### config.mk
export PLATFORM = sky130hd
export DESIGN_NAME = axi_resp_slot
export DESIGN_NICKNAME = d
export VERILOG_FILES = /design/src/axi_sram_pkg.sv /design/src/axi_resp_slot.sv
export SDC_FILE = /design/constraint.sdc
export NUM_CORES = 1
export LEC_CHECK = 0
export ABC_AREA = 1
export BUFFER_PORTS_ARGS = -buffer_cell sky130_fd_sc_hd__buf_2
export CAP_MARGIN = 10
export CORE_AREA = 2 2 39 41
export DETAILED_ROUTE_END_ITERATION = 16
export DIE_AREA = 0 0 41 43
export SYNTH_ARGS = -nofsm -noshare
export SYNTH_HDL_FRONTEND = slang
export SYNTH_SLANG_ARGS = --single-unit
### constraint.sdc
create_clock -name i_aclk -period 1.15 [get_ports i_aclk]
set_input_delay 0.23 -clock i_aclk [delete_from_list [all_inputs] [get_ports i_aclk]]
set_output_delay 0.23 -clock i_aclk [all_outputs]
set_load 0.01 [all_outputs]
### src/axi_sram_pkg.sv
// AXI SRAM shared definitions
package axi_sram_pkg;

  // --------------------------------------------------------------------------
  // Bus and memory geometry
  // --------------------------------------------------------------------------
  localparam int DATA_W     = 64;
  localparam int STRB_W     = DATA_W / 8;
  localparam int ADDR_W     = 32;
  localparam int ID_W       = 4;
  localparam int LEN_W      = 8;
  localparam int MEM_WORDS  = 256;
  localparam int MEM_BYTES  = MEM_WORDS * STRB_W;
  localparam int WORD_IDX_W = $clog2(MEM_WORDS);
  localparam int BYTE_OFF_W = $clog2(STRB_W);

  // Result slot sizing, counters must hold 0..SLOT_DEPTH
  localparam int SLOT_DEPTH = 3;
  localparam int SLOT_CNT_W = 2;

  // --------------------------------------------------------------------------
  // AXI encodings
  // --------------------------------------------------------------------------
  localparam logic [1:0] BURST_FIXED = 2'b00;
  localparam logic [1:0] BURST_INCR  = 2'b01;
  localparam logic [1:0] BURST_WRAP  = 2'b10;

  localparam logic [1:0] RESP_OKAY   = 2'b00;
  localparam logic [1:0] RESP_SLVERR = 2'b10;

  // Result payloads
  typedef struct packed {
    logic [ID_W-1:0]   id;
    logic [DATA_W-1:0] data;
    logic [1:0]        resp;
    logic              last;
  } r_beat_t;

  typedef struct packed {
    logic [ID_W-1:0] id;
    logic [1:0]      resp;
  } b_resp_t;

endpackage

### src/axi_resp_slot.sv
// Result slot FIFO
module axi_resp_slot
  import axi_sram_pkg::*;
#(
  parameter type payload_t = logic
) (
  input  logic                  i_aclk,
  input  logic                  i_arst_n,
  input  logic                  i_push,
  input  payload_t              i_payload,
  input  logic                  i_ready,
  output logic [SLOT_CNT_W-1:0] o_free,
  output logic                  o_valid,
  output payload_t              o_payload
);

  payload_t              entries [SLOT_DEPTH];
  logic [SLOT_CNT_W-1:0] wr_ptr_q;
  logic [SLOT_CNT_W-1:0] rd_ptr_q;
  logic [SLOT_CNT_W-1:0] count_q;
  logic [SLOT_CNT_W-1:0] count_next;
  logic                  valid_q;
  logic                  pop;

  function automatic logic [SLOT_CNT_W-1:0] ptr_inc(input logic [SLOT_CNT_W-1:0] p);
    return (p == SLOT_CNT_W'(SLOT_DEPTH - 1)) ? '0 : p + 1'b1;
  endfunction

  assign pop = valid_q && i_ready;

  always_comb begin
    count_next = count_q;
    case ({i_push, pop})
      2'b10:   count_next = count_q + 1'b1;
      2'b01:   count_next = count_q - 1'b1;
      default: count_next = count_q;
    endcase
  end

  always_ff @(posedge i_aclk or negedge i_arst_n) begin
    if (!i_arst_n) begin
      wr_ptr_q <= '0;
      rd_ptr_q <= '0;
      count_q  <= '0;
      valid_q  <= 1'b0;
    end else begin
      if (i_push) begin
        wr_ptr_q <= ptr_inc(wr_ptr_q);
      end
      if (pop) begin
        rd_ptr_q <= ptr_inc(rd_ptr_q);
      end
      count_q <= count_next;
      valid_q <= count_next != '0;
    end
  end

  always_ff @(posedge i_aclk) begin
    if (i_push) begin
      entries[wr_ptr_q] <= i_payload;
    end
  end

  assign o_free    = SLOT_CNT_W'(SLOT_DEPTH) - count_q;
  assign o_valid   = valid_q;
  assign o_payload = entries[rd_ptr_q];

endmodule

======== Word-level counts from Yosys, hierarchy flattened ========
Memories as Yosys holds them, arrays and structs flattened.
Index checks and enable logic that the tools add are counted.
Widths: inputs -> output; s select.
word-level totals
  bits in registers ....................... 7
  memory bits (writable) .................. 3
  bits of input ports ..................... 5
  output and inout bits ................... 4
  word-level logic and storage cells ...... 21
  memories ................................ 1
operators by class
  add/subtract/negate cells ............... 5
  equal/unequal tests ..................... 4
  multiplexer cells ....................... 5
  reductions and logical operators ........ 2
memories
  memory   depth  bits a word  read ports  clocked after Yosys merged registers in  wr ports  line                 source
  entries  3      1            1           0                                        1         axi_resp_slot.sv:17  payload_t entries [SLOT_DEPTH];
operators by type and width
  cell                 number
  $add 2x1->2 const B  3
  $eq 2x2->1 const B   3
  $mux 2               2
  $pmux 2 s2           1
  $eq 2x1->1 const B   1
  $mux 1               2
  $reduce_bool 2->1    1
  $sub 2x1->2 const B  1
  $sub 2x2->2 const A  1
  $logic_and 1x1->1    1

======== Depth between registers and ports, before layout ========
Gate-level depths: netlist of the first run.
  word-level depth ........................ 4
  mapped depth ............................ 8
  depth with buffers taken out ............ 8

======== Worst setup path before layout of the first run ========
Ideal clock, no wire load.
  kind .................................... flip-flop to flip-flop
  start point ............................. register valid_q, in the netlist o_valid
  end point ............................... register valid_q, in the netlist o_valid
  library setup time ...................... 0.125 ns
  arrival time ............................ 1.122 ns
  path slack .............................. -0.097 ns
  stages on the path, launching flop included .. 6
  buffers on the path ..................... 0
  clock period less this slack ............ 1.247 ns
  path through ............................ dfrtp_1 > nand2_1 > inv_1 > ha_1 > xor2_1 > nand3_2
on the way
  longest elaborated chain between the ends .. 4
RTL lines
  what                                      line                 source
  start: declaration                        axi_resp_slot.sv:22  logic valid_q;
  start signal: assignment                  axi_resp_slot.sv:45  valid_q <= 1'b0;
  start signal: assignment                  axi_resp_slot.sv:54  valid_q <= count_next != '0;
  $logic_and 1x1->1 *                       axi_resp_slot.sv:29  assign pop = valid_q && i_ready;
  via pop                                   axi_resp_slot.sv:23  logic pop;
  $eq 2x1->1 or $eq 2x2->1 (tied branches)  axi_resp_slot.sv:33  case ({i_push, pop})
  $pmux 2 s2 *                              axi_resp_slot.sv:33
  $reduce_bool 2->1 *                       axi_resp_slot.sv:54
Mark *: on every way through the listed nets, which the timed path passes. The rest lies on a longest branch.
A chain may end at the register's enable or synchronous reset.

======== Final worst setup path of the first run ========
  start point ............................. register rd_ptr_q[1]
  end point ............................... output o_payload
on the way
  longest elaborated chain between the ends .. 1
RTL lines
  what                      line                 source
  start: declaration        axi_resp_slot.sv:19  logic [SLOT_CNT_W-1:0] rd_ptr_q;
  start signal: assignment  axi_resp_slot.sv:51  rd_ptr_q <= ptr_inc(rd_ptr_q);
  $mem_v2 3x1               --
  end: declaration          axi_resp_slot.sv:14  output payload_t o_payload
Every way passes these cells.

==> results of run 1 <==
## cell usage in the layout (no fill, tap or decap), drive strengths merged
| cell | n |
|---|---|
| dfrtp | 7 |
| edfxtp | 3 |
| nor2 | 2 |
| ha | 1 |
| nor3 | 1 |
| o21ai | 3 |
| nand4 | 1 |
| xor2 | 1 |
| clkbuf | 4 |
| inv | 12 |
| nand2 | 12 |
| buf | 11 |
| nand3 | 5 |
| dlygate4sd3 | 1 |
## worst max-delay path, stage by stage, from the launching register on
cell and delay (ps):
dfrtp_1 420, nor2_2 120, nand2_1 60, nand3_1 70, buf_2 120
## worst paths after layout
path | from | to | slack (ps) | cells past startpoint
setup / recovery | rd_ptr_q[1]$_DFFE_PN0P_ | o_payload | -110 | 4
hold / removal | i_payload | entries[1]$_DFFE_PP_ | 180 | 1
min in group asynchronous | i_arst_n | wr_ptr_q[0]$_DFFE_PN0P_ | 340 | 2
setup reg to reg | o_valid$_DFF_PN0_ | o_valid$_DFF_PN0_ | 0 | 5
max in group asynchronous | i_arst_n | rd_ptr_q[1]$_DFFE_PN0P_ | 640 | 2
hold reg to reg | count_q[1]$_DFF_PN0_ | o_valid$_DFF_PN0_ | 500 | 2
## power by group
part | leakage [nW] | internal (mW) | switching, mW
Clock | 0.0150 | 0.133 | 0.106
Combinational | 0.184 | 0.285 | 0.344
Sequential | 0.112 | 0.502 | 0.102
Total | 0.311 | 0.920 | 0.552
## metal layers
layer	part of all wire, %	up-vias	routed length, um	track usage (%)
li1	-	182	-	-
met1	44	155	307	10.17
met2	51	5	352	17.19
met3	4.0	2	28	4.712
met4	1.4	0	10	6.000
met5	0	-	0	0
## sequential cells by signal, summed over array words and instances (netlist names)
| register | flops |
|---|---|
| count_q | 2 |
| entries | 3 |
| o_valid | 1 |
| rd_ptr_q | 2 |
| wr_ptr_q | 2 |
## through the flow
step	hold WS, ps	TNS [ps]
after detailed placement	70.39	-5.347
final	175.6	-112.5
after global placement	70.47	0
after global routing	162.3	-299.5
after floorplan	-65.59	-13.49
after CTS	173.3	-128.8
## cells by family (layout without fill, tap and decap cells)
logic type	count (synthesis)	after routing	synth area share [%]
compound gates	3	3	3.251
xor+xnor	1	1	1.897
fa+ha+maj	1	1	2.710
buf+inv	12	28	9.755
flops	10	10	57.45
simple gates	21	21	24.93
## layout make-up
cell class / count / area, sq um
flip-flops and latches: 10 / 265.3
well taps: 16 / 20.02
fillers: 142 / 773.2
inverters: 12 / 47.55
repair buffers: 12 / 72.57
multi-input cells: 26 / 178.9
clock buffers: 4 / 26.28
## repair_timing
action	4_1_cts	5_1_grt
resized for setup	3	3
buffers inserted	0	1
pin swaps	1	0
endpoints found under the setup margin	3	5
endpoints found under the hold margin	7	0
hold buffers	1	0
==> metrics.md, run 1 <==
| Metric | Value |
|---|---|
| Async set-or-reset flop fraction in the synthesized netlist | `70.00%` |
| Largest cells by area after synthesis | `dfrtp_1, edfxtp_1, inv_1, nand2_1, nand3_2` |
| Fin worst setup slack | `-110.4 ps` |
| Global-route congestion overflow total | `0` |
| ANT cells | `0` |
| Clock transition time at the flip-flop clock pins of the worst setup and hold paths | `70 ps` |
| Clock tree root buffer cell | `clkbuf_4` |
| Layout Skew | `0.3079 ps` |
| Endpoint kind of the worst setup timing path | `output pin` |
| Required time at the endpoint of the critical path | `920 ps` |
| Die Y | `43 um` |
| Global-route wire length before repair | `1207 um` |
| Maximum fanout along the worst path | `4` |
| Net count, final | `71` |
| Min cycle time layout | `1260 ps` |
| Die width | `41 um` |
| Clock H-tree levels | `1` |
| Top-level port count | `9` |
| Detailed placer's ending HPWL | `588.3 um` |
| IR drop worst, VDD | `0.9439 mV` |
| Clock net sink count | `10` |
| Max-slew headroom | `87.49%` |
| Worst-Skew Late Latency | `250 ps` |
| Static power due to leakage | `0.3110 nW` |
| Initial Util | `33.36%` |
| Dpl cell area | `556.8 sq um` |
| Post-synth EDFFs | `3` |
| Mapped Avg Cell Area | `9.619 sq um` |
| RD Place Congestion | `0.7516` |
| Cell accounting for the most synthesized area | `dfrtp_1` |
| Failing checks | `setup timing` |
| Worst Tran Pin Value | `187.6 ps` |
| Total track usage | `10.51%` |
| Drt first-iter violations | `0` |
| Max-slew violations | `0` |
| Detailed-route wire length per cell | `8.713 um` |
| Unique cell type count in the Yosys netlist | `15` |
| Fin cells | `80` |
| Vias | `344` |
| Pre-antenna DRT Iters | `1` |
| Die area | `1763 sq um` |
| Kind of start point of the critical path | `flop` |
| Total count of hold-check failures in the final report | `0` |
| Core Util, Final | `44.12%` |
| Count of yosys warnings during synthesis | `0` |
| Final routed wirelength across all metal layers | `697 um` |
| Most common library cells after synthesis | `inv_1, nand2_1, dfrtp_1` |
| Number of global-route vias before repair | `323` |
| Result of the run | `finished, violations left` |
| Post-route cell area | `610.6 sq um` |
| Number of CTS-inserted buffers | `3` |
| Number of setup violations in the final report | `2` |
| Unrepaired setup endpoints after global routing | `yes` |
| Area of the mapped netlist | `461.7 sq um` |
| Area growth syn-to-layout | `32.25%` |
| Flop and latch count out of synthesis | `10` |
| Ratio of routed vias to standard cells | `4.300` |
| Post-route ant nets | `0` |
| Arrival time of data at the critical path endpoint | `1030 ps` |
| Final worst path period share | `109.6%` |
| Number of placement rows | `14` |
| Class of the most critical hold timing path | `input pin to flop` |
| Clock tree from TritonCTS | `built` |
| Sequential share of the synthesized area | `57.45%` |
| Net count of the mapped netlist | `54` |
| Largest net degree at the start of global routing | `8` |
| Number of violations of the max-capacitance limit | `0` |
| Post-route total power | `1.472 mW` |
| Count of buffers inserted at the top-level ports | `8` |
| Number of buffers on the longest clock path | `2` |
| Maximum achievable frequency | `0.7934 GHz` |
| Placeable Area | `1384 sq um` |
| Worst slack at placement | `-5.347 ps` |
| Number of standard cells after synthesis | `48` |
| Critical path start-end classification | `flop to output pin` |
| Number of cells after detailed placement | `74` |
| Antenna violations before repair | `0` |
| Share of the synthesized area in the top cell type | `37.94%` |
| Most used DFF post-synth | `dfrtp_1` |
| Fraction of layout cells with a size suffix above 1 | `43.75%` |
| Most common cell in the netlist | `inv_1` |
| DRC | `0` |
| Power per cell area | `2411 nW/um^2` |
(Power assumes the default switching activity.)
==> run 2: changes to the inputs <==
BUFFER_PORTS_ARGS = -buffer_cell sky130_fd_sc_hd__buf_4   (was -buffer_cell sky130_fd_sc_hd__buf_2)
CORE_AREA = not set   (was 2 2 39 41)
CORE_UTILIZATION = 30   (was not set)
DIE_AREA = not set   (was 0 0 41 43)
==> metrics.md, run 2 (synthesis results as in run 1) <==
| Metric | Value |
|---|---|
| Die width | `41.23 um` |
| Final worst path period share | `111.7%` |
| Fraction of layout cells with a size suffix above 1 | `47.69%` |
| Dpl cell area | `575.6 sq um` |
| Most common library cell in the layout ignoring fill and taps | `buf_4` |
| Clock tree root buffer cell | `clkbuf_4` |
| Die area | `1700 sq um` |
| Post-route cell area | `661.9 sq um` |
| Top-level port count | `9` |
| Beginning of the worst register-to-register path | `o_valid$_DFF_PN0_` |
| Critical path start-end classification | `flop to output pin` |
| Number of buffers on the longest clock path | `2` |
| Failing checks | `setup timing` |
| Delay of the slowest cell on the worst path | `420 ps` |
| Cells along the critical path | `nor2_2, nand2_1, nand3_2, buf_6` |
| Pre-antenna DRT Iters | `4` |
| Path length in cells of the critical path | `4` |
| Placeable Area | `1366 sq um` |
| Fin cells | `80` |
| Family with the most delay on the worst path | `flip-flops` |
| Net count, final | `72` |
| Worst hold margin | `157.6 ps` |
| Arrival time of data at the critical path endpoint | `1050 ps` |
| Kind of start point of the critical path | `flop` |
| Final routed wirelength across all metal layers | `822 um` |
| R2R depth | `5` |
| Hold Crit Start | `i_payload` |
| Sequential cell fraction of total power | `37.7%` |
| Ratio of routed vias to standard cells | `4.500` |
| Detailed-route wire length per cell | `10.28 um` |
| Layout Skew | `10.06 ps` |
| Buffers & Inverters on Critical Path | `1` |
| Required time at the endpoint of the critical path | `920 ps` |
| Maximum achievable frequency | `0.7787 GHz` |
| Combinational share of power | `47.3%` |
| Switching Share | `37.27%` |
| Class of the most critical hold timing path | `input pin to flop` |
| Number of filler cells placed in the layout | `126` |
| Static power due to leakage | `0.3315 nW` |
| Master of the slowest instance on the critical path | `dfrtp_1` |
| Min cycle time layout | `1284 ps` |
| Endpoint kind of the worst setup timing path | `output pin` |
| Fin worst setup slack | `-134.2 ps` |
| Power per cell area | `2503 nW/um^2` |
| ANT cells | `0` |
| Antenna violations before repair | `0` |
| Number of global-route vias before repair | `301` |
| RD Place Congestion | `0.7053` |
| Share of power burned in the clock network | `15.0%` |
| Vias | `360` |
| Largest net degree at the start of global routing | `8` |
| Critical R2R Capture | `o_valid$_DFF_PN0_` |
| Clock net sink count | `10` |
| Die Y | `41.23 um` |
| Initial Util | `33.79%` |
| Number of CTS-inserted buffers | `3` |
| Worst Hold Path Cells | `1` |
| Worst-Skew Late Latency | `260 ps` |
| Area growth syn-to-layout | `43.36%` |
| Post-route total power | `1.657 mW` |
| Clock H-tree levels | `1` |
| Total count of hold-check failures in the final report | `0` |
| Total internal power | `1.039 mW` |
| Number of cells after detailed placement | `73` |
| Maximum fanout along the worst path | `4` |
| Global-route wire length before repair | `1090 um` |
| Terminating pin of the worst hold path | `entries[2]$_DFFE_PP_` |
| Register-to-register setup slack | `-30 ps` |
| Number of violations of the max-capacitance limit | `0` |
| Drt first-iter violations | `2` |
| Register with the highest flop count | `entries` |
| Max-slew violations | `0` |
| Total track usage | `11.17%` |
| Post-route ant nets | `0` |
| Number of setup violations in the final report | `2` |
| Count of buffers inserted at the top-level ports | `8` |
| Largest register FFs | `3` |
| Commonest cells after routing, fill and taps aside | `buf_4, nand2_1, inv_1` |
| Worst Tran Pin Value | `179.5 ps` |
| Switching power | `0.6176 mW` |
| Clock tree from TritonCTS | `built` |
| Unrepaired setup endpoints after global routing | `yes` |
| Global-route congestion overflow total | `0` |
| DRC | `0` |
| Core Util, Final | `48.44%` |
| IR drop worst, VDD | `0.8074 mV` |
| Result of the run | `finished, violations left` |
| Clock transition time at the flip-flop clock pins of the worst setup and hold paths | `70 ps` |
| Max-slew headroom | `87.94%` |
| Number of placement rows | `13` |
[run 2: cell count changes in the layout (fill, tap and decap cells not counted)]
cell / before / now
buf_2: 8 / 0
dfrtp_2: 0 / 1
buf_4: 3 / 10
xor2_4: 0 / 1
nand3_1: 3 / 2
buf_6: 0 / 2
nand3_2: 2 / 3
xor2_2: 1 / 0
dfrtp_1: 7 / 6
[run 2: through the flow]
| stage | TNS [ps] | worst slack [ps] |
|---|---|---|
| floorplan | -13.49 | -13.49 |
| global placement | 0 | 0.2496 |
| detailed placement | 0 | 1.228 |
| CTS | -153.0 | -151.9 |
| global route | -399.0 | -226.6 |
| finish | -162.3 | -134.2 |
[run 2: cell type report]
class | instances | area, sq um | share of cell area (%)
Clock buffer | 4 | 26.28 | 3.970
Inverter | 12 | 47.55 | 7.183
Sequential cell | 10 | 266.5 | 40.26
Tap cell | 15 | 18.77 | 2.836
Multi-Input combinational cell | 26 | 195.2 | 29.49
Timing Repair Buffer | 13 | 107.6 | 16.26
[run 2: worst max-delay path by stage]
| stage | slack, ps | end | startpoint |
|---|---|---|---|
| 6_report | -130 | o_payload | rd_ptr_q[1]$_DFFE_PN0P_ |
| 5_1_grt | -230 | o_payload | rd_ptr_q[1]$_DFFE_PN0P_ |
| 4_1_cts | -150 | o_payload | rd_ptr_q[1]$_DFFE_PN0P_ |
| 3_5_place_dp | 1 | o_valid$_DFF_PN0_ | o_valid$_DFF_PN0_ |
| 3_3_place_gp | 0.2 | o_valid$_DFF_PN0_ | o_valid$_DFF_PN0_ |
| 2_1_floorplan | -10 | o_valid$_DFF_PN0_ | o_valid$_DFF_PN0_ |
[run 2: what timing repair did]
item | in CTS | in global routing
pin swaps | 1 | 5
setup endpoints to repair | 3 | 5
gates resized for setup | 1 | 10
hold buffers | 1 | 0
setup buffers | 0 | 2
hold endpoints to repair | 7 | 0
[run 2: per-layer routing]
layer	global-route usage (%)	wire [um]	vias up
met3	6.522	42	4
met1	9.732	333	161
met4	9.677	14	0
met2	17.97	432	10
li1	-	-	185
met5	0	0	-
[run 2: power groups by stage]
stage	Clock [mW]	Combinational, mW	Sequential, mW
finish	0.249	0.784	0.624
global route	0.290	0.873	0.644
CTS	0.257	0.635	0.593
detailed placement	0	0.626	0.598
global placement	0	0.616	0.591
floorplan	0	0.418	0.589
[run 2: worst reg2reg max path, cell delays in order, from the launching register on]
cell	delay (ps)
dfrtp_1	390
nand2_2	80
inv_2	50
ha_4	300
xor2_4	170
nand3_2	80
==> run 3: changes to the inputs <==
CORE_AREA = 2 2 39 41   (was not set)
CORE_UTILIZATION = not set   (was 30)
DIE_AREA = 0 0 41 43   (was not set)
==> metrics.md, run 3 (synthesis results as in run 1) <==
| Metric | Value |
|---|---|
| Final routed wirelength across all metal layers | `833 um` |
| Ratio of routed vias to standard cells | `4.494` |
| Post-route ant nets | `0` |
| Detailed placer's ending HPWL | `552.2 um` |
| Commonest cells after routing, fill and taps aside | `buf_4, inv_1, nand2_1` |
| Drt first-iter violations | `5` |
| Area growth syn-to-layout | `49.86%` |
| Fin worst setup slack | `-146.9 ps` |
| Largest net degree at the start of global routing | `8` |
| Total count of hold-check failures in the final report | `0` |
| RD Place Congestion | `0.7251` |
| Fraction of layout cells with a size suffix above 1 | `52.24%` |
| Combinational share of power | `48.8%` |
| Largest register FFs | `3` |
| Maximum fanout along the worst path | `4` |
| Number of setup violations in the final report | `2` |
| Total internal power | `1.136 mW` |
| Antenna violations before repair | `0` |
| Endpoint kind of the worst setup timing path | `output pin` |
| Static power due to leakage | `0.3446 nW` |
| Post-route total power | `1.782 mW` |
| Critical path start-end classification | `flop to output pin` |
| Worst Tran Pin Value | `184.6 ps` |
| Top-level port count | `9` |
| Die width | `41 um` |
| Worst-Skew Late Latency | `260 ps` |
| Most common library cell in the layout ignoring fill and taps | `buf_4` |
| Power per cell area | `2576 nW/um^2` |
| Switching power | `0.6461 mW` |
| ANT cells | `0` |
| Number of placement rows | `14` |
| Total track usage | `11.34%` |
| Clock H-tree levels | `1` |
| Clock tree from TritonCTS | `built` |
| Worst hold margin | `158.1 ps` |
| Count of buffers inserted at the top-level ports | `8` |
| Kind of start point of the critical path | `flop` |
| Arrival time of data at the critical path endpoint | `1070 ps` |
| Die area | `1763 sq um` |
| Unrepaired setup endpoints after global routing | `yes` |
| Switching Share | `36.25%` |
| Maximum achievable frequency | `0.7711 GHz` |
| Number of filler cells placed in the layout | `125` |
| Max-slew violations | `0` |
| Clock net sink count | `10` |
| Required time at the endpoint of the critical path | `920 ps` |
| Result of the run | `finished, violations left` |
| Vias | `373` |
| Number of violations of the max-capacitance limit | `0` |
| Failing checks | `setup timing` |
| Initial Util | `33.36%` |
| Pre-antenna DRT Iters | `4` |
| Register with the highest flop count | `entries` |
| Clock tree root buffer cell | `clkbuf_4` |
| Number of global-route vias before repair | `325` |
| IR drop worst, VDD | `0.9367 mV` |
| Class of the most critical hold timing path | `input pin to flop` |
| Global-route wire length before repair | `1255 um` |
| Placeable Area | `1384 sq um` |
| Net count, final | `74` |
| Detailed-route wire length per cell | `10.04 um` |
| Clock transition time at the flip-flop clock pins of the worst setup and hold paths | `70 ps` |
| Max-slew headroom | `87.60%` |
| DRC | `0` |
| Share of power burned in the clock network | `17.7%` |
| Layout Skew | `3.304 ps` |
| Number of buffers on the longest clock path | `2` |
| Global-route congestion overflow total | `0` |
| Sequential cell fraction of total power | `33.6%` |
| Final worst path period share | `112.8%` |
| Number of CTS-inserted buffers | `3` |
| Min cycle time layout | `1297 ps` |
| Die Y | `43 um` |
run 3: power groups by stage:
stage	logic, mW	clock network [mW]	registers, mW
after floorplan	0.418	0	0.589
after global placement	0.625	0	0.593
after detailed placement	0.630	0	0.594
after CTS	0.694	0.318	0.584
after global routing	0.964	0.341	0.608
final	0.869	0.315	0.598
run 3: cell type report:
cell class	count	area, sq um	share of cell area (%)
Clock buffer	4	36.28	5.244
Inverter	12	47.55	6.872
Multi-Input combinational cell	26	202.7	29.29
Sequential cell	10	266.5	38.52
Tap cell	16	20.02	2.893
Timing Repair Buffer	15	118.9	17.18
run 3: timing repair:
action                                  in CTS  in global routing
setup buffers                                1                  3
pin swaps                                    1                  5
hold endpoints to repair                     7                  0
gates resized for setup                      3                  9
cloned                                       0                  0
hold buffers                                 1                  0
endpoints found under the setup margin       4                  4
run 3: worst max-delay path, stage by stage (launching register included):
cell and delay (ps):
dfrtp_2 440, nor2_2 130, nand2_1 70, nand3_2 60, buf_6 100
run 3: metal layers:
metal | up-vias | track usage (%) | share of wire [%]
li1 | 188 | - | -
met4 | 0 | 10.00 | 2.8
met3 | 4 | 3.141 | 4.7
met2 | 9 | 17.81 | 53
met1 | 172 | 11.22 | 39
met5 | - | 0 | 0
run 3: final timing paths:
path	startpoint	end	slack [ps]	cells past startpoint
min in group asynchronous	i_arst_n	rd_ptr_q[1]$_DFFE_PN0P_	310	2
min reg2reg	count_q[1]$_DFF_PN0_	o_valid$_DFF_PN0_	510	2
min	i_payload	entries[2]$_DFFE_PP_	160	1
max reg2reg	o_valid$_DFF_PN0_	o_valid$_DFF_PN0_	-10	5
max in group asynchronous	i_arst_n	rd_ptr_q[1]$_DFFE_PN0P_	710	2
max	rd_ptr_q[1]$_DFFE_PN0P_	o_payload	-150	4
run 3: stage by stage:
stage	TNS (ps)	util (%)	setup WS [ps]	cells	instance area, sq um
after floorplan	-13.49	-	-13.49	48	481.7
after detailed placement	-3.714	41.68	-3.714	74	576.8
after global routing	-297.6	50.00	-196.1	83	691.9
after CTS	-150.8	46.11	-150.8	80	638.1
final	-155.3	50.00	-146.9	83	691.9
after global placement	-17.21	41.68	-17.21	74	576.8
