File: config.mk
export PLATFORM = sky130hd
export DESIGN_NAME = axi_burst_decode
export DESIGN_NICKNAME = d
export VERILOG_FILES = /design/src/axi_sram_pkg.sv /design/src/axi_burst_decode.sv
export SDC_FILE = /design/constraint.sdc
export NUM_CORES = 1
export LEC_CHECK = 0
export BUFFER_PORTS_ARGS = -buffer_cell sky130_fd_sc_hd__clkbuf_2
export CORE_ASPECT_RATIO = 1.4
export CORE_MARGIN = 8
export CORE_UTILIZATION = 50
export DETAILED_ROUTE_END_ITERATION = 12
export PLACE_DENSITY = 0.82
export REMOVE_ABC_BUFFERS = 1
export SLEW_MARGIN = 20
export SYNTH_ARGS = -nofsm -noshare
export SYNTH_HDL_FRONTEND = slang
export SYNTH_SLANG_ARGS = --single-unit
File: constraint.sdc
create_clock -name i_aclk -period 7.9 [get_ports i_aclk]
set_input_delay 0.395 -clock i_aclk [delete_from_list [all_inputs] [get_ports i_aclk]]
set_output_delay 0.395 -clock i_aclk [all_outputs]
set_load 0.02 [all_outputs]
File: src/axi_sram_pkg.sv
// AXI SRAM shared definitions
package axi_sram_pkg;

  // --------------------------------------------------------------------------
  // Bus and memory geometry
  // --------------------------------------------------------------------------
  localparam int DATA_W     = 64;
  localparam int STRB_W     = DATA_W / 8;
  localparam int ADDR_W     = 32;
  localparam int ID_W       = 4;
  localparam int LEN_W      = 8;
  localparam int MEM_WORDS  = 256;
  localparam int MEM_BYTES  = MEM_WORDS * STRB_W;
  localparam int WORD_IDX_W = $clog2(MEM_WORDS);
  localparam int BYTE_OFF_W = $clog2(STRB_W);

  // Result slot sizing, counters must hold 0..SLOT_DEPTH
  localparam int SLOT_DEPTH = 3;
  localparam int SLOT_CNT_W = 2;

  // --------------------------------------------------------------------------
  // AXI encodings
  // --------------------------------------------------------------------------
  localparam logic [1:0] BURST_FIXED = 2'b00;
  localparam logic [1:0] BURST_INCR  = 2'b01;
  localparam logic [1:0] BURST_WRAP  = 2'b10;

  localparam logic [1:0] RESP_OKAY   = 2'b00;
  localparam logic [1:0] RESP_SLVERR = 2'b10;

  // Result payloads
  typedef struct packed {
    logic [ID_W-1:0]   id;
    logic [DATA_W-1:0] data;
    logic [1:0]        resp;
    logic              last;
  } r_beat_t;

  typedef struct packed {
    logic [ID_W-1:0] id;
    logic [1:0]      resp;
  } b_resp_t;

endpackage

File: src/axi_burst_decode.sv
// AXI burst address decoder
module axi_burst_decode
  import axi_sram_pkg::*;
(
  input  logic              i_aclk,
  input  logic              i_arst_n,
  input  logic [ID_W-1:0]   i_id,
  input  logic [ADDR_W-1:0] i_addr,
  input  logic [LEN_W-1:0]  i_len,
  input  logic [2:0]        i_size,
  input  logic [1:0]        i_burst,
  input  logic              i_valid,
  input  logic              i_step,
  output logic              o_ready,
  output logic              o_active,
  output logic [ADDR_W-1:0] o_beat_addr,
  output logic              o_beat_err,
  output logic              o_last,
  output logic [ID_W-1:0]   o_id
);

  logic              active_q;
  logic [LEN_W-1:0]  beat_cnt_q;
  logic [ID_W-1:0]   id_q;
  logic [ADDR_W-1:0] addr_q;
  logic [LEN_W-1:0]  len_q;
  logic [2:0]        size_q;
  logic [1:0]        burst_q;
  logic              accept;
  logic              advance;
  logic [ADDR_W-1:0] step_bytes;
  logic [ADDR_W-1:0] wrap_mask;
  logic [ADDR_W-1:0] incr_addr;
  logic [ADDR_W-1:0] next_addr;

  assign accept  = i_valid && !active_q;
  assign advance = i_step && active_q;

  // --------------------------------------------------------------------------
  // Next beat address
  // --------------------------------------------------------------------------
  assign step_bytes = ADDR_W'(1) << size_q;
  assign incr_addr  = addr_q + step_bytes;
  // Wrap window is (len+1) beats of 2^size bytes
  assign wrap_mask  = ((ADDR_W'(len_q) + ADDR_W'(1)) << size_q) - ADDR_W'(1);

  always_comb begin
    case (burst_q)
      BURST_FIXED: next_addr = addr_q;
      BURST_WRAP:  next_addr = (addr_q & ~wrap_mask) | (incr_addr & wrap_mask);
      default:     next_addr = incr_addr;
    endcase
  end

  // --------------------------------------------------------------------------
  // Burst state
  // --------------------------------------------------------------------------
  always_ff @(posedge i_aclk or negedge i_arst_n) begin
    if (!i_arst_n) begin
      active_q   <= 1'b0;
      beat_cnt_q <= '0;
    end else if (accept) begin
      active_q   <= 1'b1;
      beat_cnt_q <= '0;
    end else if (advance) begin
      if (o_last) begin
        active_q <= 1'b0;
      end
      beat_cnt_q <= beat_cnt_q + 1'b1;
    end
  end

  always_ff @(posedge i_aclk) begin
    if (accept) begin
      id_q    <= i_id;
      addr_q  <= i_addr;
      len_q   <= i_len;
      size_q  <= i_size;
      burst_q <= i_burst;
    end else if (advance) begin
      addr_q <= next_addr;
    end
  end

  assign o_ready     = !active_q;
  assign o_active    = active_q;
  assign o_beat_addr = addr_q;
  assign o_beat_err  = addr_q >= ADDR_W'(MEM_BYTES);
  assign o_last      = active_q && (beat_cnt_q == len_q);
  assign o_id        = id_q;

endmodule

# ---- Yosys cells after proc, flatten, opt, wreduce, memory -nomap -nowiden
# Index checks and enable logic that the tools add are counted.
dict set report word_totals {
  elab_cells 38
  reg_bits 58
}
dict set report op_classes {
  magnitude_cmp 1
  n_eq_ne 3
  shift 2
  n_reduce_logical 9
  muxes 8
  n_addsub 4
  n_bitwise 4
}
# cell n
set ops {}
lappend ops {{32-bit bitwise AND} 2}
lappend ops {{32-bit 2-to-1 mux} 2}
lappend ops {{32-bit case mux with 2 select lines} 1}
lappend ops {{32-bit adder} 1}
lappend ops {{32-bit by 12-bit >= comparator with 1-bit output, second input constant} 1}
lappend ops {{32-bit inverter} 1}
lappend ops {{32-bit bitwise OR} 1}
lappend ops {{1-bit by 3-bit << shifter with 32-bit output, first input constant} 1}
lappend ops {{9-bit by 3-bit << shifter with 32-bit output} 1}
lappend ops {{32-bit by 1-bit subtractor with 32-bit output, second input constant} 1}
lappend ops {{8-bit 2-to-1 mux} 2}
lappend ops {{8-bit by 1-bit adder with 9-bit output, second input constant} 1}
lappend ops {{8-bit by 1-bit adder with 8-bit output, second input constant} 1}
lappend ops {{8-bit == test} 1}
lappend ops {{2-bit AND reduction} 2}
lappend ops {{2-bit nonzero test} 2}
lappend ops {{1-bit logical AND} 3}
lappend ops {{1-bit 2-to-1 mux} 3}
lappend ops {{2-bit == test, second input constant} 1}
lappend ops {{2-bit zero test} 1}
lappend ops {{2-bit != test, second input constant} 1}
lappend ops {{1-bit zero test} 1}

# ---- Logic depth before layout (Yosys ltp)
# Gate-level depths: netlist (run 1).
dict set report depth {
  word_depth 9
  depth_mapped 15
  mapped_depth_nobuf 14
}

# ---- Least setup slack after synthesis (run 1)
# No wires, ideal clock.
dict set report synth_path {
  path_type {reg-to-reg}
  from {reg size_q[2]}
  to {reg with a tool-made name}
  synth_period_minus_slack_ps 3472
  stages_incl_launch_ff 16
  arrival_ps 3193
  n_path_buf 2
  setup_time_ps 279
  setup_slack_ps 4428
  cell_sequence {edfxtp_1 -> buf_1 -> clkbuf_1 -> nor2_1 -> ha_1 -> inv_1 -> fa_1 -> nand2b_1 -> a21oi_1 -> nor2_1 -> o21ai_0 -> nor2b_1 -> and2_1 -> nand3_1 -> xor2_1 -> a211oi_2}
}
# item line
set synth_lines {}
lappend synth_lines {{start: declaration} axi_burst_decode.sv:27} ;# logic [2:0] size_q;
lappend synth_lines {{start signal: assignment} axi_burst_decode.sv:78} ;# size_q <= i_size;

==> flow_summary_export.csv, run 1 <==
group,metric,value,unit
status,status,"complete, no violations",
routing,detail_route.vias_per_cell,6.201,
finish,area_growth,15.78,%
power_and_ir_drop,power_frac_clock,43.1,%
timing,slew_viol_final,0,
routing,drc_errors,0,
clock_network,cts_buffers,9,
power_and_ir_drop,vdd_ir_drop_max,127.3,uV
placement,dpl_cell_area,5253,um2
worst_hold_path,hp-class,"primary input to register",
global_route,grt_max_degree,50,
floorplan,die_w,98.59,um
global_route,gr-usage-all-layers,21.22,%
setup_path,cp-end-kind,"register",
power_and_ir_drop,p_seq_share,46.3,%
setup_path,crit_path_frequent_cell,"nor2_1",
clock_network,clk_pin_slew,0.05,ns
synthesis,synth_flop_cell,"edfxtp_1",
setup_path,worstPathBufferInverterCount,2,
floorplan,core_area,9354,um2
synthesis,synth_cells,534,
global_route,antenna_found_initial,0,
setup_path,crit_chain,"buf_4 -> or2_2 -> nor2_1 -> ha_1 -> inv_1 -> fa_1 -> nand2b_1 -> a21oi_1 -> nor2_1 -> o21ai_0 -> nor2b_1 -> and2_1 -> nand3_1 -> xor2_1 -> a211oi_2",
power_and_ir_drop,p_leak,2.193,nW
finish,drive_above_1_share,25.12,%
run,maxCapViolations,0,
setup_path,cp_slowest_cell,"o21ai_0",
clock_network,root_buffer,"clkbuf_16",
synthesis,ys_seq_area_share,35.53,%
global_route,grt-ovfl-total,0,
clock_network,h-tree-depth,3,
timing,finalSetupTns,0,ns
placement,place_ws,3.936,ns
synthesis,synth_warnings,0,
finish,fin_nets,678,
floorplan,die-area,12980,um2
timing,min_period,3.982,ns
synthesis,yosysMostFrequentCell,"nor2_1",
setup_path,worstSetupPathType,"register to register",
floorplan,num_rows,42,
synthesis,synth-edff-count,49,
synthesis,synth-seq-cells,58,
clock_network,cts_tree,"done",
clock_network,worstSkewPairLatency,0.34,ns
synthesis,synth_cell_type_count,76,
timing,slew_headroom,32.69,%
timing,rsz0062_at_grt,"no",
setup_path,critical_path.top_delay_family,"simple AND/OR/NAND/NOR gates",
finish,seq_area,1697,um2
floorplan,die_y,131.6,um
timing,hold_violations,0,
setup_path,r2r_slack,3.92,ns
synthesis,synth_top_area_cell,"edfxtp_1",
global_route,grt_pass1_vias,4551,
placement,dp_hpwl,10550,um
clock_network,clock_sinks,58,
setup_path,cp.arrival,4.03,ns
finish,multi_input_area,2870,um2
routing,ant_nets,0,
worst_hold_path,hp-start,"i_len[1]",
power_and_ir_drop,p_int,0.0005981,W
placement,io_buffers,92,
synthesis,synth_top_area_share,30.82,%
synthesis,synth_area_per_cell,8.941,um2
routing,routedWlPerCell,18.95,um
setup_path,crit_required,7.94,ns
synthesis,synthTopCellsByArea,"edfxtp_1, xor2_1, nor2_1",
global_route,grt_pass1_wl,22310,um
setup_path,critPathMaxFanout,31,
routing,first_pass_iters,5,
finish,postLayoutCoreUtil,59.10,%
routing,vias,4508,
floorplan,start_util,51.04,%
power_and_ir_drop,p_per_area,146.4,nW/um2
timing,setup_viol_count_final,0,
floorplan,num_io_pins,93,
clock_network,postCtsSetupBuffers,0,
synthesis,async_flop_share,15.52,%
timing,tightest_slew,1.006,ns
timing,fin_ws,3.918,ns
setup_path,reg2reg_from,"size_q[1]$_DFFE_PP_",
routing,drt_iter0_drc,314,
power_and_ir_drop,switching_share,26.07,%
routing,wirelength,13770,um
finish,num_antenna_cells,0,
setup_path,startpoint,"size_q[1]$_DFFE_PP_",
placement,gp_congestion,0.9434,
setup_path,worst_path_largest_cell_delay,0.49,ns
setup_path,worst_setup_path_start_kind,"register",
timing,period_share,50.40,%
timing,max_freq,251.1,MHz
timing,skew,0.006632,ns
clock_network,clockBufferDepth,2,
synthesis,synth_area,4775,um2
power_and_ir_drop,p_switching,0.0002109,W
finish,stdcell_area,5528,um2
power_and_ir_drop,comb_power_share,10.6,%
synthesis,synth_common_cells,"nor2_1, edfxtp_1, a21oi_1",
finish,fillerInstances,830,
-- power groups by stage --
stage	Combinational [W]	Sequential (W)	Clock (W)
after floorplan	0.0000475	0.000380	0
after global placement	0.0000815	0.000379	0
after detailed placement	0.0000847	0.000380	0
after CTS	0.0000857	0.000374	0.000353
after global routing	0.0000954	0.000377	0.000365
final	0.0000861	0.000374	0.000349
-- worst register-to-register path, cell delays in order, from the launching register on --
cell      delay, ns
edfxtp_1       0.35
buf_4          0.25
or2_2          0.36
nor2_1         0.14
ha_1           0.19
inv_1          0.06
fa_1           0.39
nand2b_1       0.19
a21oi_1        0.19
nor2_1         0.08
o21ai_0        0.49
nor2b_1        0.35
and2_1         0.26
nand3_1        0.11
xor2_1         0.19
a211oi_2       0.09
-- cells by family (layout without fill, tap and decap cells) --
kind of cell	count (synthesis)	after routing	share of synthesized area [%]
buffers and inverters	45	128	4.507
AND/OR/NAND/NOR	214	214	22.75
AO/OA/AOI/OAI	152	152	23.80
flip-flops	58	58	35.53
adder cells (fa/ha/maj)	13	13	3.564
multiplexers	4	4	0.8910
XOR/XNOR	48	48	8.962
-- stage by stage --
stage	instances	hold WS [ns]	total power (W)
CTS	727	0.2261	0.0008129
detailed placement	710	0.2608	0.0004645
finish	727	0.2327	0.0008090
global placement	710	0.2583	0.0004603
floorplan	503	0.09941	0.0004271
global route	727	0.2239	0.0008370
-- routing by layer --
| layer | routed length (um) | share of wire, % | vias up | track usage (%) |
|---|---|---|---|---|
| met4 | 506 | 3.7 | 0 | 10.88 |
| li1 | - | - | 2147 | - |
| met2 | 7069 | 51 | 198 | 37.86 |
| met3 | 1044 | 7.6 | 36 | 6.924 |
| met5 | 0 | 0 | - | 0 |
| met1 | 5153 | 37 | 2127 | 21.39 |
-- placed cells by master, fill, tap and decap left out, types with 10 or more instances in the layout --
| cell type | instances |
|---|---|
| o21ai_0 | 22 |
| a21o_1 | 10 |
| nor2_1 | 64 |
| nand3_1 | 34 |
| xnor2_1 | 15 |
| and3_1 | 10 |
| xor2_1 | 32 |
| nand2_1 | 35 |
| ha_1 | 12 |
| clkbuf_2 | 92 |
| a211oi_1 | 18 |
| a21oi_1 | 37 |
| edfxtp_1 | 49 |
| inv_1 | 12 |
-- path summary, 6_finish.rpt --
path | endpoint | cells after the start
worst min-delay path | len_q[1]$_DFFE_PP_ | 1
worst max-delay path | register | 15
max in group asynchronous | beat_cnt_q[5]$_DFFE_PN0P_ | 2
min in group asynchronous | beat_cnt_q[2]$_DFFE_PN0P_ | 2
worst min register to register | beat_cnt_q[7]$_DFFE_PN0P_ | 1
worst max register to register | register | 15
-- cell type report --
class	count	area share, %
Multi-Input combinational cell	431	51.92
Timing Repair Buffer	98	9.190
Sequential cell	58	30.69
Clock buffer	10	4.142
Tap cell	110	2.490
Inverter	14	0.9507
Clock inverter	6	0.6111
-- what timing repair did --
| action | in CTS | in global routing |
|---|---|---|
| gates resized for setup | 0 | 0 |
| hold buffers | 1 | 0 |
| endpoints found under the hold margin | 9 | 0 |
Note: power is estimated with default switching activity, not from simulation.
==> inputs of run 2 (changes only) <==
--- a/config.mk
+++ b/config.mk
@@ -5,6 +5,7 @@
 export SDC_FILE = /design/constraint.sdc
 export NUM_CORES = 1
 export LEC_CHECK = 0
+export ABC_AREA = 1
 export BUFFER_PORTS_ARGS = -buffer_cell sky130_fd_sc_hd__clkbuf_2
 export CORE_ASPECT_RATIO = 1.4
 export CORE_MARGIN = 8
==> constraint.sdc (replaced) <==
create_clock -name i_aclk -period 4.05 [get_ports i_aclk]
set_input_delay 0.2025 -clock i_aclk [delete_from_list [all_inputs] [get_ports i_aclk]]
set_output_delay 0.2025 -clock i_aclk [all_outputs]
set_load 0.02 [all_outputs]
==> run 2 against run 1 <==
  * Register-to-register slack worse by 3.4 ns
  * Synthesized cell count grew 40%
  * Maximum frequency up 12%
  * Core utilization rose by 0.73 points
  * Clock skew rose by 0.0011 ns
  * Final cell count is 35% higher
  * Clock power up 140%
  * Cell area is 11% higher
  * Non-clock buffer count increased by 5
  * Routed wire length grew 2.0%
==> flow_summary_export.csv, run 2 <==
group,metric,value,unit
floorplan,die_y,136.3,um
setup_path,reg2reg_from,"size_q[1]$_DFFE_PP_",
synthesis,synth_flop_cell,"edfxtp_1",
setup_path,cp-end-kind,"register",
synthesis,synth_area_per_cell,6.924,um2
floorplan,core_area,10240,um2
synthesis,synthTopCellsByArea,"edfxtp_1, nand2_1, nand3_1",
timing,tightest_slew,0.9858,ns
timing,slew_viol_final,0,
setup_path,critical_path.top_delay_family,"simple AND/OR/NAND/NOR gates",
setup_path,crit_chain,"inv_1 -> nand2_2 -> nor2_1 -> ha_1 -> inv_1 -> fa_1 -> o21ai_1 -> a21oi_1 -> o21ai_1 -> nand3_1 -> nor2_1 -> nand3_1 -> nor2_1 -> o21ai_0 -> a21oi_1 -> nor2_1",
timing,min_period,3.552,ns
timing,max_freq,281.5,MHz
power_and_ir_drop,vdd_ir_drop_max,214.7,uV
timing,timing.hold.ws,0.04956,ns
power_and_ir_drop,p_per_area,300.0,nW/um2
worst_hold_path,holdPathStages,1,
clock_network,h-tree-depth,3,
routing,wirelength,14050,um
finish,num_antenna_cells,0,
status,status,"complete, no violations",
placement,gp_congestion,0.9467,
worst_hold_path,min_to,"o_id[2]$_DFFE_PP_",
timing,finalSetupTns,0,ns
setup_path,worstSetupPathType,"register to register",
run,maxCapViolations,0,
floorplan,start_util,50.44,%
timing,fin_ws,0.4981,ns
global_route,gr-usage-all-layers,20.86,%
timing,slew_headroom,34.21,%
setup_path,critPathMaxFanout,14,
finish,fin_nets,903,
setup_path,crit_path_frequent_cell,"nor2_1",
routing,first_pass_iters,5,
setup_path,cp.arrival,3.64,ns
power_and_ir_drop,finalPower,0.001838,W
clock_network,cts_tree,"done",
synthesis,async_flop_share,15.52,%
timing,setup_viol_count_final,0,
timing,rsz0062_at_grt,"no",
finish,drive_above_1_share,22.45,%
routing,drt_iter0_drc,233,
placement,dp_hpwl,11230,um
global_route,grt-ovfl-total,0,
floorplan,die-area,13880,um2
synthesis,yosysMostFrequentCell,"nand2_1",
synthesis,synth_warnings,0,
clock_network,cts-resized-gates,0,
synthesis,synth_top_area_cell,"edfxtp_1",
synthesis,synth_area,5165,um2
setup_path,cp_slowest_cell,"fa_1",
synthesis,synth_cell_type_count,43,
routing,routedWlPerCell,14.34,um
global_route,antenna_found_initial,0,
floorplan,num_rows,44,
routing,detail_route.vias_per_cell,5.412,
setup_path,worst_setup_path_start_kind,"register",
power_and_ir_drop,p_leak,2.944,nW
synthesis,synth-edff-count,49,
floorplan,num_io_pins,93,
timing,hold_violations,0,
routing,ant_nets,0,
clock_network,clk_pin_slew,0.06,ns
worst_hold_path,hp-start,"i_id[2]",
clock_network,cts_buffers,9,
setup_path,worstPathBufferInverterCount,2,
timing,period_share,87.70,%
placement,io_buffers,92,
routing,vias,5304,
finish,final_cell_mix,"nand2_1, clkbuf_2, nand3_1",
synthesis,synth_common_cells,"nand2_1, nand3_1, inv_1",
synthesis,synth_top_area_share,28.49,%
finish,postLayoutCoreUtil,59.82,%
global_route,grt_pass1_vias,5074,
finish,area_growth,18.60,%
clock_network,clockBufferDepth,2,
setup_path,crit_required,4.14,ns
clock_network,clock_sinks,58,
clock_network,root_buffer,"clkbuf_16",
setup_path,worst_path_largest_cell_delay,0.40,ns
setup_path,worstRegToRegCells,16,
synthesis,ys_seq_area_share,32.85,%
placement,place_ws,0.5770,ns
synthesis,synth-seq-cells,58,
synthesis,synth_cells,746,
floorplan,die_w,101.9,um
clock_network,worstSkewPairLatency,0.33,ns
global_route,grt_pass1_wl,23020,um
routing,drc_errors,0,
finish,fillerInstances,992,
timing,skew,0.007777,ns
global_route,grt_max_degree,39,
worst_hold_path,hp-class,"primary input to register",
finish,mostFrequentLayoutCell,"nand2_1",
setup_path,r2r_slack,0.50,ns
-- run 2: power by group --
part,total [W],internal (W),switching [W]
Sequential,0.000747,0.000695,0.0000523
Clock,0.000851,0.000587,0.000264
Combinational,0.000240,0.000101,0.000139
-- run 2: how the worst max path moves through the flow --
stage                         startpoint       end  slack (ns)  cells past startpoint
detailed placement   size_q[1]$_DFFE_PP_  register        0.58                     16
CTS                  size_q[1]$_DFFE_PP_  register        0.55                     16
global placement     size_q[1]$_DFFE_PP_  register        0.68                     18
floorplan           o_active$_DFFE_PN0P_  register       -1.30                      5
finish               size_q[1]$_DFFE_PP_  register        0.50                     16
global route         size_q[1]$_DFFE_PP_  register       0.005                     16
-- run 2: cells by family (layout without fill, tap and decap cells) --
group	Yosys count	count (layout)	share of synthesized area (%)
AOI/OAI and AO/OA	97	97	11.70
adders and majority gates	13	13	3.295
xor gates and xnor gates	13	13	2.204
and+or+nand+nor	457	457	41.72
buffers and inverters	108	204	8.236
DFF	58	58	32.85
-- run 2: what timing repair did --
item                                    in CTS  in global routing
setup buffers                                0                  0
endpoints found under the setup margin       0                  0
hold endpoints to repair                     9                  0
hold buffers                                 1                  0
-- run 2: layout make-up --
| class | instances | area, um2 | share of cell area, % |
|---|---|---|---|
| Clock buffer | 12 | 266.5 | 4.350 |
| Clock inverter | 4 | 72.57 | 1.185 |
| Inverter | 85 | 319.1 | 5.208 |
| Multi-Input combinational cell | 580 | 3053 | 49.84 |
| Sequential cell | 58 | 1697 | 27.70 |
| Tap cell | 138 | 172.7 | 2.819 |
| Timing Repair Buffer | 103 | 545.5 | 8.905 |
-- run 2: routing by layer --
metal	GRT usage, %	part of all wire (%)	vias to the layer above	wire length [um]
li1	-	-	2657	-
met1	22.03	37	2423	5248
met2	37.48	52	178	7298
met3	3.280	5.8	46	817
met4	13.02	4.9	0	689
met5	0	0	-	0
-- run 2: stage by stage --
stage	cell area [um2]	cells
final	6126	980
after global routing	6126	980
after CTS	6126	980
after detailed placement	5777	963
after global placement	5777	963
after floorplan	5059	723
==> inputs of run 3 (changes only) <==
--- a/config.mk
+++ b/config.mk
@@ -12,7 +12,6 @@
 export CORE_UTILIZATION = 50
 export DETAILED_ROUTE_END_ITERATION = 12
 export PLACE_DENSITY = 0.82
-export REMOVE_ABC_BUFFERS = 1
 export SLEW_MARGIN = 20
 export SYNTH_ARGS = -nofsm -noshare
 export SYNTH_HDL_FRONTEND = slang
==> run 3 against run 2 <==
  * Non-clock buffer count did not move
  * Count of clock-buffer cells in the layout did not move
  * Maximum frequency fell by 0.26%
  * Routed wire length fell by 3.4%
  * Register-to-register slack barely moved
  * Sequential share of layout area rose by 0.27 points
  * Combinational power fell by 2%
  * Core utilization fell by 0.59 points
  * Cell area fell by 0.98%
  * Clock skew fell by 0.0012 ns
==> flow_summary_export.csv, run 3 (same netlist as run 2, synthesis figures left out) <==
group,metric,value,unit
timing,fin_ws,0.4890,ns
clock_network,worstSkewPairLatency,0.34,ns
setup_path,worstSetupPathType,"register to register",
global_route,grt_pass1_vias,4925,
setup_path,crit_path_frequent_cell,"nor2_1",
clock_network,cts_buffers,9,
worst_hold_path,hp-class,"primary input to register",
timing,rsz0062_at_grt,"no",
routing,wirelength,13580,um
power_and_ir_drop,p_per_area,284.0,nW/um2
finish,final_cell_mix,"nand2_1, clkbuf_2, nand3_1",
clock_network,clock_sinks,58,
routing,drt_iter0_drc,323,
clock_network,root_buffer,"clkbuf_16",
placement,gp_congestion,0.9270,
setup_path,crit_required,4.14,ns
floorplan,die-area,13880,um2
clock_network,h-tree-depth,3,
finish,final_cells,980,
placement,place_inst,963,
floorplan,start_util,50.44,%
status,status,"complete, no violations",
clock_network,cts-resized-gates,0,
routing,first_pass_iters,5,
setup_path,cp.arrival,3.65,ns
placement,io_buffers,92,
global_route,grt-ovfl-total,0,
timing,slew_headroom,39.16,%
placement,dp_hpwl,10580,um
timing,max_freq,280.8,MHz
timing,slew_viol_final,0,
global_route,antenna_found_initial,0,
power_and_ir_drop,p_leak,2.915,nW
setup_path,critPathMaxFanout,19,
finish,mostFrequentLayoutCell,"nand2_1",
placement,dpl_cell_area,5777,um2
setup_path,worst_setup_path_start_kind,"register",
routing,routedWlPerCell,13.86,um
floorplan,num_rows,44,
floorplan,die_y,136.3,um
global_route,grt_pass1_wl,22270,um
timing,tightest_slew,0.9116,ns
synthesis,syn-num-nets,812,
floorplan,num_io_pins,93,
placement,place_ws,0.5809,ns
setup_path,cp-end-kind,"register",
floorplan,core_area,10240,um2
setup_path,worst_path_largest_cell_delay,0.63,ns
routing,detail_route.vias_per_cell,5.345,
setup_path,cp_slowest_cell,"edfxtp_1",
global_route,gr-usage-all-layers,20.25,%
timing,setup_viol_count_final,0,
routing,drc_errors,0,
finish,fin_nets,903,
floorplan,die_w,101.9,um
clock_network,clk_pin_slew,0.05,ns
finish,num_antenna_cells,0,
finish,stdcell_area,6066,um2
timing,min_period,3.561,ns
timing,skew,0.006592,ns
clock_network,clockBufferDepth,2,
global_route,grt_max_degree,42,
power_and_ir_drop,vdd_ir_drop_max,288.3,uV
finish,area_growth,17.44,%
timing,period_share,87.93,%
timing,timing.hold.ws,0.04367,ns
timing,hold_violations,0,
setup_path,crit_chain,"nor2_1 -> ha_1 -> inv_1 -> fa_1 -> o21ai_1 -> a21oi_1 -> o21ai_1 -> nand3_1 -> nor2_1 -> nand3_1 -> nor2_1 -> o21ai_0 -> a21oi_1 -> nor2_1",
finish,drive_above_1_share,21.85,%
clock_network,cts_tree,"done",
routing,ant_nets,0,
routing,vias,5238,
timing,finalSetupTns,0,ns
run,maxCapViolations,0,
[run 3: worst max-delay path, delay by kind of cell (launching register included)]
family,cells,cell delay [ns]
flip-flops,1,0.63
adder cells (fa/ha/maj),2,0.60
AND/OR/NAND/NOR,6,1.19
AO/OA/AOI/OAI,5,0.81
buffers and inverters,1,0.06
[run 3: path summary, 6_finish.rpt]
| check | from | end | slack (ns) | cells after the start |
|---|---|---|---|---|
| min in group asynchronous | i_arst_n | o_active$_DFFE_PN0P_ | 0.27 | 2 |
| max | size_q[2]$_DFFE_PP_ | register | 0.49 | 14 |
| max reg2reg | size_q[2]$_DFFE_PP_ | register | 0.49 | 14 |
| min | i_len[4] | len_q[4]$_DFFE_PP_ | 0.04 | 1 |
| min reg2reg | beat_cnt_q[4]$_DFFE_PN0P_ | beat_cnt_q[4]$_DFFE_PN0P_ | 0.53 | 1 |
| max in group asynchronous | i_arst_n | beat_cnt_q[2]$_DFFE_PN0P_ | 3.58 | 2 |
[run 3: area by class of cell]
type                       count  area (um2)
clock buffer                  12       236.5
clock inverter                 4       42.54
fill                         994        4174
inverter                      85       319.1
multi-input combinational    580        3053
sequential                    58        1697
tap                          138       172.7
timing repair buffer         103       545.5
[run 3: what timing repair did]
action / CTS / global route
hold endpoints to repair: 9 / 0
hold buffers: 1 / 0
buffers inserted: 0 / 0
[run 3: where the power goes]
| group | switching [W] | internal, W | total, W | leakage (nW) |
|---|---|---|---|---|
| Clock | 0.000267 | 0.000471 | 0.000738 | 0.136 |
| Sequential | 0.0000533 | 0.000695 | 0.000748 | 0.567 |
| Combinational | 0.000136 | 0.000100 | 0.000236 | 2.21 |
| Total | 0.000457 | 0.00127 | 0.00172 | 2.91 |
[run 3: routing by layer]
| metal | global-route usage, % | routed length (um) | vias to the layer above | part of all wire (%) |
|---|---|---|---|---|
| met5 | 0 | 0 | - | 0 |
| met4 | 9.664 | 426 | 0 | 3.1 |
| met3 | 4.459 | 900 | 30 | 6.6 |
| met2 | 35.73 | 6885 | 177 | 51 |
| met1 | 22.28 | 5368 | 2373 | 40 |
| li1 | - | - | 2658 | - |
[run 3: through the flow]
stage	power, W	util [%]
after detailed placement	0.0009947	56.42
final	0.001723	59.24
after global routing	0.001790	59.24
after global placement	0.0009878	56.42
after CTS	0.001735	59.24
after floorplan	0.0009125	-
